--- src/include/robot_settings.svh ---
`ifndef ROBOT_SETTINGS_SVH
`define ROBOT_SETTINGS_SVH

// Orange colour window on 8-bit channels
// Red must be strong, blue weak, green in a middle band
`define ORANGE_R_MIN 160
`define ORANGE_G_MIN 60
`define ORANGE_G_MAX 150
`define ORANGE_B_MAX 80

// Active pixels per line, reduced size for simulation
`define FRAME_WIDTH 48
// Smallest zone count accepted as a real target
`define ORANGE_MIN_COUNT 4

// Ultrasonic ranger timing in clk_50 cycles
`define TRIG_CYCLES 10
`define CYCLES_PER_CM 8
`define ECHO_TIMEOUT 2000
// Obstacle closer than this blocks forward motion
`define STOP_DISTANCE_CM 20

// Decoded IR remote button codes
`define IR_FWD 8'h18
`define IR_REV 8'h52
`define IR_LEFT 8'h08
`define IR_RIGHT 8'h5a
`define IR_STOP 8'h1c
`define IR_AUTO 8'h45

`endif
--- src/verilog/robot_pkg.sv ---
`default_nettype none

package robot_pkg;

  // One RGB888 pixel
  typedef struct packed {
    logic [7:0] red;
    logic [7:0] green;
    logic [7:0] blue;
  } rgb_t;

  // One beat of the pixel stream
  // Frame end comes on its own beat with valid low
  typedef struct packed {
    rgb_t rgb;
    logic valid;  // pixel present
    logic sol;    // first valid pixel of a line
    logic eof;    // end of frame marker
  } video_beat_t;

  // Steering result from the camera
  typedef enum logic [1:0] {
    dir_left,
    dir_straight,
    dir_right
  } direction_t;

  // Wheel command to the motor stage
  typedef enum logic [2:0] {
    cmd_stop,
    cmd_forward,
    cmd_reverse,
    cmd_left,
    cmd_right
  } drive_cmd_t;

endpackage

`default_nettype wire

--- src/verilog/vision_robot_top.sv ---
`timescale 1ns/100ps
`default_nettype none

module vision_robot_top (
  input  wire logic                   clk_50,
  input  wire logic                   reset,
  input  wire robot_pkg::video_beat_t video_in,
  input  wire logic [7:0]             ir_button,
  input  wire logic                   ir_valid,
  input  wire logic                   measure,
  input  wire logic                   echo,
  output robot_pkg::video_beat_t      video_out,
  output logic                        trig,
  output robot_pkg::direction_t       direction,
  output logic                        orange_detected,
  output logic [15:0]                 distance_cm,
  output robot_pkg::drive_cmd_t       drive_cmd,
  output logic                        auto_mode
);
  import robot_pkg::*;

  // Marked stream, to the monitor and the classifier
  video_beat_t marked_beat;
  logic        is_orange;
  logic        result_valid;
  logic        distance_valid;

  assign video_out = marked_beat;

  // Colour test and recolouring, one cycle
  target_finder target_finder_i (
    .clk_50    (clk_50),
    .reset     (reset),
    .video_in  (video_in),
    .video_out (marked_beat),
    .is_orange (is_orange)
  );

  // Zone counts to steering direction at frame end
  frame_classifier frame_classifier_i (
    .clk_50          (clk_50),
    .reset           (reset),
    .beat            (marked_beat),
    .is_orange       (is_orange),
    .result_valid    (result_valid),
    .direction       (direction),
    .orange_detected (orange_detected)
  );

  // Ultrasonic ranger
  sensor_driver sensor_driver_i (
    .clk_50         (clk_50),
    .reset          (reset),
    .measure        (measure),
    .echo           (echo),
    .trig           (trig),
    .distance_valid (distance_valid),
    .distance_cm    (distance_cm)
  );

  drive_fsm drive_fsm_i (
    .clk_50          (clk_50),
    .reset           (reset),
    .ir_button       (ir_button),
    .ir_valid        (ir_valid),
    .result_valid    (result_valid),
    .direction       (direction),
    .orange_detected (orange_detected),
    .distance_valid  (distance_valid),
    .distance_cm     (distance_cm),
    .drive_cmd       (drive_cmd),
    .auto_mode       (auto_mode)
  );

endmodule

`default_nettype wire

--- src/verilog/drive_fsm.sv ---
`timescale 1ns/100ps
`default_nettype none

`include "robot_settings.svh"

module drive_fsm (
  input  wire logic                  clk_50,
  input  wire logic                  reset,
  input  wire logic [7:0]            ir_button,
  input  wire logic                  ir_valid,
  input  wire logic                  result_valid,
  input  wire robot_pkg::direction_t direction,
  input  wire logic                  orange_detected,
  input  wire logic                  distance_valid,
  input  wire logic [15:0]           distance_cm,
  output robot_pkg::drive_cmd_t      drive_cmd,
  output logic                       auto_mode
);
  import robot_pkg::*;

  logic       too_close;
  logic       too_close_next;
  logic       ir_known;
  logic       auto_next;
  drive_cmd_t ir_cmd;
  drive_cmd_t vision_cmd;
  drive_cmd_t cmd_next;

  // IR decode, auto button keeps the current command
  always_comb begin
    ir_known = 1'b1;
    ir_cmd   = drive_cmd;
    case (ir_button)
      `IR_FWD:   ir_cmd = cmd_forward;
      `IR_REV:   ir_cmd = cmd_reverse;
      `IR_LEFT:  ir_cmd = cmd_left;
      `IR_RIGHT: ir_cmd = cmd_right;
      `IR_STOP:  ir_cmd = cmd_stop;
      `IR_AUTO:  ir_cmd = drive_cmd;
      default:   ir_known = 1'b0;
    endcase
  end

  // Camera steering, stop when no target is seen
  always_comb begin
    if (!orange_detected) begin
      vision_cmd = cmd_stop;
    end else begin
      case (direction)
        dir_left:  vision_cmd = cmd_left;
        dir_right: vision_cmd = cmd_right;
        default:   vision_cmd = cmd_forward;
      endcase
    end
  end

  // Next command
  // IR has priority over vision, obstacle check applies last
  always_comb begin
    too_close_next = too_close;
    if (distance_valid) begin
      too_close_next = distance_cm < 16'(`STOP_DISTANCE_CM);
    end
    auto_next = auto_mode;
    cmd_next  = drive_cmd;
    if (ir_valid && ir_known) begin
      auto_next = (ir_button == `IR_AUTO);
      cmd_next  = ir_cmd;
    end else if (auto_mode && result_valid) begin
      cmd_next = vision_cmd;
    end
    // Also stops a running forward when a near reading arrives
    if (too_close_next && (cmd_next == cmd_forward)) begin
      cmd_next = cmd_stop;
    end
  end

  always_ff @(posedge clk_50) begin
    if (reset) begin
      drive_cmd <= cmd_stop;
      auto_mode <= 1'b0;
      too_close <= 1'b0;
    end else begin
      drive_cmd <= cmd_next;
      auto_mode <= auto_next;
      too_close <= too_close_next;
    end
  end

endmodule

`default_nettype wire

--- src/verilog/sensor_driver.sv ---
`timescale 1ns/100ps
`default_nettype none

`include "robot_settings.svh"

module sensor_driver (
  input  wire logic   clk_50,
  input  wire logic   reset,
  input  wire logic   measure,
  input  wire logic   echo,
  output logic        trig,
  output logic        distance_valid,
  output logic [15:0] distance_cm
);

  // Prescaler counts echo cycles inside one centimetre
  localparam int PRE_W = $clog2(`CYCLES_PER_CM);

  typedef enum logic [1:0] {
    st_idle,
    st_trigger,
    st_wait_echo,
    st_timing
  } state_t;

  state_t           state;
  logic [15:0]      cycle_cnt;
  logic [15:0]      cm_cnt;
  logic [PRE_W-1:0] prescale;

  always_ff @(posedge clk_50) begin
    if (reset) begin
      state          <= st_idle;
      trig           <= 1'b0;
      distance_valid <= 1'b0;
      distance_cm    <= 16'hffff;
      cycle_cnt      <= '0;
      cm_cnt         <= '0;
      prescale       <= '0;
    end else begin
      distance_valid <= 1'b0;
      case (state)
        st_idle: begin
          // Measure while busy never reaches here
          if (measure) begin
            state     <= st_trigger;
            trig      <= 1'b1;
            cycle_cnt <= '0;
          end
        end
        st_trigger: begin
          cycle_cnt <= cycle_cnt + 16'd1;
          if (cycle_cnt == 16'(`TRIG_CYCLES - 1)) begin
            trig      <= 1'b0;
            cycle_cnt <= '0;
            state     <= st_wait_echo;
          end
        end
        st_wait_echo: begin
          if (echo) begin
            // First echo-high cycle already counts
            prescale <= PRE_W'(1);
            cm_cnt   <= '0;
            state    <= st_timing;
          end else if (cycle_cnt == 16'(`ECHO_TIMEOUT - 1)) begin
            // Nothing in range, report the far marker
            distance_valid <= 1'b1;
            distance_cm    <= 16'hffff;
            state          <= st_idle;
          end else begin
            cycle_cnt <= cycle_cnt + 16'd1;
          end
        end
        st_timing: begin
          if (echo) begin
            if (prescale == PRE_W'(`CYCLES_PER_CM - 1)) begin
              prescale <= '0;
              cm_cnt   <= cm_cnt + 16'd1;
            end else begin
              prescale <= prescale + PRE_W'(1);
            end
          end else begin
            // Echo fell, whole centimetres only
            distance_valid <= 1'b1;
            distance_cm    <= cm_cnt;
            state          <= st_idle;
          end
        end
        default: state <= st_idle;
      endcase
    end
  end

  // Trigger pulse is confined to its own state
  assert property (@(posedge clk_50) disable iff (reset)
    trig |-> (state == st_trigger))
    else $error("trig outside trigger state");

endmodule

`default_nettype wire

--- src/verilog/frame_classifier.sv ---
`timescale 1ns/100ps
`default_nettype none

`include "robot_settings.svh"

module frame_classifier (
  input  wire logic                   clk_50,
  input  wire logic                   reset,
  input  wire robot_pkg::video_beat_t beat,
  input  wire logic                   is_orange,
  output logic                        result_valid,
  output robot_pkg::direction_t       direction,
  output logic                        orange_detected
);
  import robot_pkg::*;

  // Column counter must also hold FRAME_WIDTH after the last pixel
  localparam int COL_W = $clog2(`FRAME_WIDTH + 1);
  // Zone borders, left third and right third
  localparam logic [COL_W-1:0] LEFT_END    = COL_W'(`FRAME_WIDTH / 3);
  localparam logic [COL_W-1:0] RIGHT_START = COL_W'(2 * `FRAME_WIDTH / 3);

  logic [COL_W-1:0] col;
  logic [COL_W-1:0] col_idx;
  logic [15:0]      cnt_left;
  logic [15:0]      cnt_centre;
  logic [15:0]      cnt_right;
  logic [15:0]      best_cnt;
  direction_t       best_dir;

  // Column of the current pixel, sol restarts the line
  assign col_idx = beat.sol ? '0 : col;

  // Largest zone wins
  // Ties go to centre first, then left
  always_comb begin
    if ((cnt_centre >= cnt_left) && (cnt_centre >= cnt_right)) begin
      best_dir = dir_straight;
      best_cnt = cnt_centre;
    end else if (cnt_left >= cnt_right) begin
      best_dir = dir_left;
      best_cnt = cnt_left;
    end else begin
      best_dir = dir_right;
      best_cnt = cnt_right;
    end
  end

  always_ff @(posedge clk_50) begin
    if (reset) begin
      col             <= '0;
      cnt_left        <= '0;
      cnt_centre      <= '0;
      cnt_right       <= '0;
      result_valid    <= 1'b0;
      direction       <= dir_straight;
      orange_detected <= 1'b0;
    end else begin
      result_valid <= 1'b0;
      if (beat.valid) begin
        col <= col_idx + COL_W'(1);
      end
      if (beat.eof) begin
        // Publish the frame result, hold it until the next frame
        result_valid    <= 1'b1;
        direction       <= best_dir;
        orange_detected <= best_cnt >= 16'(`ORANGE_MIN_COUNT);
        col             <= '0;
        cnt_left        <= '0;
        cnt_centre      <= '0;
        cnt_right       <= '0;
      end else if (beat.valid && is_orange) begin
        // Bin the target pixel by column
        if (col_idx < LEFT_END) begin
          cnt_left <= cnt_left + 16'd1;
        end else if (col_idx >= RIGHT_START) begin
          cnt_right <= cnt_right + 16'd1;
        end else begin
          cnt_centre <= cnt_centre + 16'd1;
        end
      end
    end
  end

  // Lines longer than the frame width would skew the zones
  assert property (@(posedge clk_50) disable iff (reset)
    beat.valid |-> (col_idx < COL_W'(`FRAME_WIDTH)))
    else $error("column past frame width");

endmodule

`default_nettype wire

--- src/verilog/target_finder.sv ---
`timescale 1ns/100ps
`default_nettype none

`include "robot_settings.svh"

module target_finder (
  input  wire logic                   clk_50,
  input  wire logic                   reset,
  input  wire robot_pkg::video_beat_t video_in,
  output robot_pkg::video_beat_t      video_out,
  output logic                        is_orange
);
  import robot_pkg::*;

  // Colour painted over target pixels on the monitor
  localparam rgb_t HIGHLIGHT = '{red: 8'd0, green: 8'd255, blue: 8'd0};

  logic red_ok;
  logic green_ok;
  logic blue_ok;
  logic orange_hit;

  // Per-channel window tests
  assign red_ok   = video_in.rgb.red >= 8'(`ORANGE_R_MIN);
  assign green_ok = (video_in.rgb.green >= 8'(`ORANGE_G_MIN)) &&
                    (video_in.rgb.green <= 8'(`ORANGE_G_MAX));
  assign blue_ok  = video_in.rgb.blue <= 8'(`ORANGE_B_MAX);
  // Blanking beats never count as targets
  assign orange_hit = video_in.valid && red_ok && green_ok && blue_ok;

  // Single register stage, all fields move together
  always_ff @(posedge clk_50) begin
    // Pixel payload, recoloured when it is a target
    video_out.rgb <= orange_hit ? HIGHLIGHT : video_in.rgb;
    if (reset) begin
      video_out.valid <= 1'b0;
      video_out.sol   <= 1'b0;
      video_out.eof   <= 1'b0;
      is_orange       <= 1'b0;
    end else begin
      video_out.valid <= video_in.valid;
      video_out.sol   <= video_in.sol;
      video_out.eof   <= video_in.eof;
      is_orange       <= orange_hit;
    end
  end

  // Frame end marker never carries a pixel
  assert property (@(posedge clk_50) disable iff (reset)
    video_in.eof |-> !video_in.valid)
    else $error("eof beat with valid set");

endmodule

`default_nettype wire

--- config.mk ---
export PLATFORM = sky130hd
export DESIGN_NAME = vision_robot_top
export DESIGN_NICKNAME = d
export VERILOG_FILES = /design/src/verilog/robot_pkg.sv /design/src/verilog/vision_robot_top.sv /design/src/verilog/drive_fsm.sv /design/src/verilog/sensor_driver.sv /design/src/verilog/frame_classifier.sv /design/src/verilog/target_finder.sv
export VERILOG_INCLUDE_DIRS = /design/src /design/src/include
export SDC_FILE = /design/constraint.sdc
export NUM_CORES = 1
export LEC_CHECK = 0
export BUFFER_PORTS_ARGS = -buffer_cell sky130_fd_sc_hd__buf_2
export CAP_MARGIN = 20
export CORE_MARGIN = 4
export CORE_UTILIZATION = 40
export CTS_CLUSTER_DIAMETER = 60
export CTS_CLUSTER_SIZE = 28
export DETAILED_ROUTE_END_ITERATION = 16
export PLACE_DENSITY = 0.57
export SYNTH_ARGS = -nofsm -noshare
export SYNTH_HDL_FRONTEND = slang
export SYNTH_HIERARCHICAL = 1
export SYNTH_SLANG_ARGS = --single-unit
--- constraint.sdc ---
create_clock -name clk_50 -period 2.8 [get_ports clk_50]
set_input_delay 0.84 -clock clk_50 [delete_from_list [all_inputs] [get_ports clk_50]]
set_output_delay 0.84 -clock clk_50 [all_outputs]
set_load 0.02 [all_outputs]
==> reports/qor.json <==
{
  "drive_gt1_share_pct": 18.8,
  "finalCritPeriodShare_pct": 84.6,
  "grt_use_met1_pct": 23.7,
  "worstReg2RegStart": "frame_classifier_i/cnt_right[14]",
  "route.final.wire_length_um": 18600,
  "yosys.area.top_type_share_pct": 36.2,
  "cts_sinks": 146,
  "hold_violation_count_in_the_final_report": 0,
  "grt_pass1_wl_um": 31300,
  "outcome": "finished, final reports clean",
  "average_vias_per_placed_instance": 5.20,
  "netlist_top_cells_area": "sky130_fd_sc_hd__dfxtp_1 (36%), sky130_fd_sc_hd__ha_1 (9.5%), sky130_fd_sc_hd__nor2_1 (4.7%)",
  "cts_made_buffers": 17,
  "max_cap_violations": 0,
  "timing.critical_path.slowest_cell_delay_ps": 480,
  "syn-mean-instance-area_um2": 8.81,
  "worstSkewPairLatency_ps": 430,
  "synth_seq_area_share_pct": 36.2,
  "synth-warning-count": 6,
  "dpl.hpwl_um": 13500,
  "ys_async_sr_fraction_pct": 0,
  "cts.hold.buffers_added": 0,
  "grt-busiest-layer": "met2",
  "maxSlewHeadroom_pct": 40.0,
  "synth_seq_cells": 146,
  "post_cts.resized_instances": 0,
  "drc": 0,
  "gate_count_after_technology_mapping": 915,
  "standard_cell_core_area_mm2": 0.0197,
  "setup.reg_to_reg.worst_slack_ps": 430,
  "worst_path_max_delay_cell": "sky130_fd_sc_hd__or4b_1",
  "dieHeight_um": 150,
  "dpl-instance-area_mm2": 0.00877,
  "worstSetupEndpointType": "flop",
  "synth_edf_count": 0,
  "mostFrequentLayoutCells": "sky130_fd_sc_hd__dfxtp_1 (146), sky130_fd_sc_hd__nor2_1 (100), sky130_fd_sc_hd__buf_2 (90)",
  "finalInstanceArea_mm2": 0.00937,
  "antenna_cells": 0,
  "data_arrival_critical_path_ps": 2730,
  "grt_antenna_before_repair": 0,
  "critical_path.startpoint": "frame_classifier_i/cnt_right[14]",
  "cts-root-buf": "sky130_fd_sc_hd__clkbuf_16",
  "mostFrequentLayoutCell": "sky130_fd_sc_hd__dfxtp_1",
  "cts_post_setup_buffers_inserted": 0,
  "path_clk_slew_ps": 60,
  "finalSetupViolations": 0,
  "fp.dieW_um": 150,
  "yosys_most_used_dff": "sky130_fd_sc_hd__dfxtp_1",
  "synthesis.area_mm2": 0.00807,
  "fin_cells": 1278,
  "max_slew.worst_pin.slew_ps": 900,
  "fp.dieArea_mm2": 0.0225,
  "via_count": 6651,
  "grt_use_total_pct": 17.0,
  "firstDrtPassIters": 4,
  "met3_usage_pct": 3.79,
  "cts.htree.levels": 4,
  "largest_net_degree_at_the_start_of_global_routing": 57,
  "port_buffers": 90,
  "gp_congestion": 0.794,
  "synth.distinct_cells": 85,
  "area_delta_synth_final_pct": 16.1,
  "final_util_pct": 47.7,
  "number_of_antenna_violating_nets_in_the_routed_design": 0,
  "gr-usage-met2_pct": 26.4,
  "tritoncts_clock_tree": "done",
  "hold-worst-slack_ps": 485,
  "yosys.area.top_type": "sky130_fd_sc_hd__dfxtp_1",
  "number_of_rows_in_the_core_area": 51,
  "initial_utilization_pct": 41.0,
  "worst_clock_skew_ps": 10.9,
  "criticalPathCategory": "flop to flop",
  "final.min_clock_period_ps": 2370,
  "dp.cells": 1247,
  "worst_slack_ps": 430,
  "clock_tree.buffer_depth": 2,
  "path_max_fanout": 3,
  "ir_drop_mv": 0.437,
  "setup_tns_ps": 0,
  "grt_setup_unrepaired": "no",
  "synth_fp_nets": 1016,
  "dp_slack_ps": 168,
  "timing.fmax_ghz": 0.422,
  "timing.critical_path.cells": "inv_1, ha_1, nand4_1, nor3_2, or4b_1, and4_4, o32a_1, o21ai_2",
  "cp-start-kind": "flop",
  "holdCritPathClass": "flop to flop",
  "hold_path.startpoint": "frame_classifier_i/col[0]",
  "nNetsFinal": 1102,
  "leakage_nw": 3.64,
  "grt_pass1_vias": 6314,
  "totalPowerFinal_mw": 5.28,
  "initialDrtViolationCount": 294,
  "grt.overflow.total": 0,
  "top_level_ports": 91,
  "timing_max_transition_violations_final": 0,
  "total_power_density_per_cell_area_mw_per_mm2": 563,
  "required_ps": 3160,
  "avgRoutedWirePerCell_um": 14.6
}
==> critical path: cells and delay by family (launching register included) <==
family                     cells  cell delay, ps
AOI/OAI and AO/OA              2             400
buffers and inverters          1             110
and+or+nand+nor                4            1090
adders and majority gates      1             330
DFF                            1             380
==> report_power, final <==
| group | switching [mW] | internal (mW) | total (mW) |
|---|---|---|---|
| clock | 0.916 | 1.42 | 2.34 |
| combinational | 0.504 | 0.270 | 0.774 |
| sequential | 0.0323 | 2.13 | 2.16 |
==> area by class of cell <==
type	count	area (um2)
clock buffers	19	443
clock inverters	12	158
fillers	1984	10300
inverters	70	263
multi-input cells	662	4680
flip-flops and latches	146	2920
well taps	265	332
repair buffers	104	568
==> per-layer routing <==
layer | vias to the layer above | routed length [um]
met5 | - | 0
met4 | 0 | 153
met3 | 12 | 628
met2 | 101 | 8480
met1 | 3086 | 9350
li1 | 3452 | -
==> cell families (layout without fill, tap and decap cells) <==
kind of cell,after synthesis,in the layout,share of synthesized area [%]
and+or+nand+nor,373,373,26.6
AOI/OAI and AO/OA,158,158,13.8
DFF,146,146,36.2
buffers and inverters,107,205,5.82
adders and majority gates,61,61,9.46
xor gates and xnor gates,52,52,5.65
muxes,18,18,2.37
==> Yosys cell counts, drive strengths merged, types with 8 or more instances <==
library cell,count
xor2,12
ha,61
o21ai,25
and3,8
nand2,43
xnor2,40
nand4,33
a31oi,27
dfxtp,146
inv,68
or3,11
nand3,43
and4,9
buf,22
a21oi,37
nor2,100
nor4,19
nor2b,12
a31o,9
o21bai,16
clkbuf,15
nand2b,8
mux2i,15
nor3,45
==> sequential cells by signal (all words and copies together) (netlist names), 3 cells and up <==
name	count
sensor_driver_i/prescale	3
sensor_driver_i/distance_cm	16
target_finder_i/video_out	27
drive_fsm_i/drive_cmd	3
sensor_driver_i/cm_cnt	16
frame_classifier_i/cnt_centre	16
frame_classifier_i/cnt_left	16
frame_classifier_i/col	6
frame_classifier_i/cnt_right	16
sensor_driver_i/cycle_cnt	16
==> path summary, 6_finish.rpt <==
path,endpoint,depth (start not counted)
worst max register to register,frame_classifier_i/orange_detected,8
worst min-delay path,frame_classifier_i/col[0],2
worst min register to register,frame_classifier_i/col[0],2
worst max-delay path,frame_classifier_i/orange_detected,8
(Power assumes the default switching activity.)
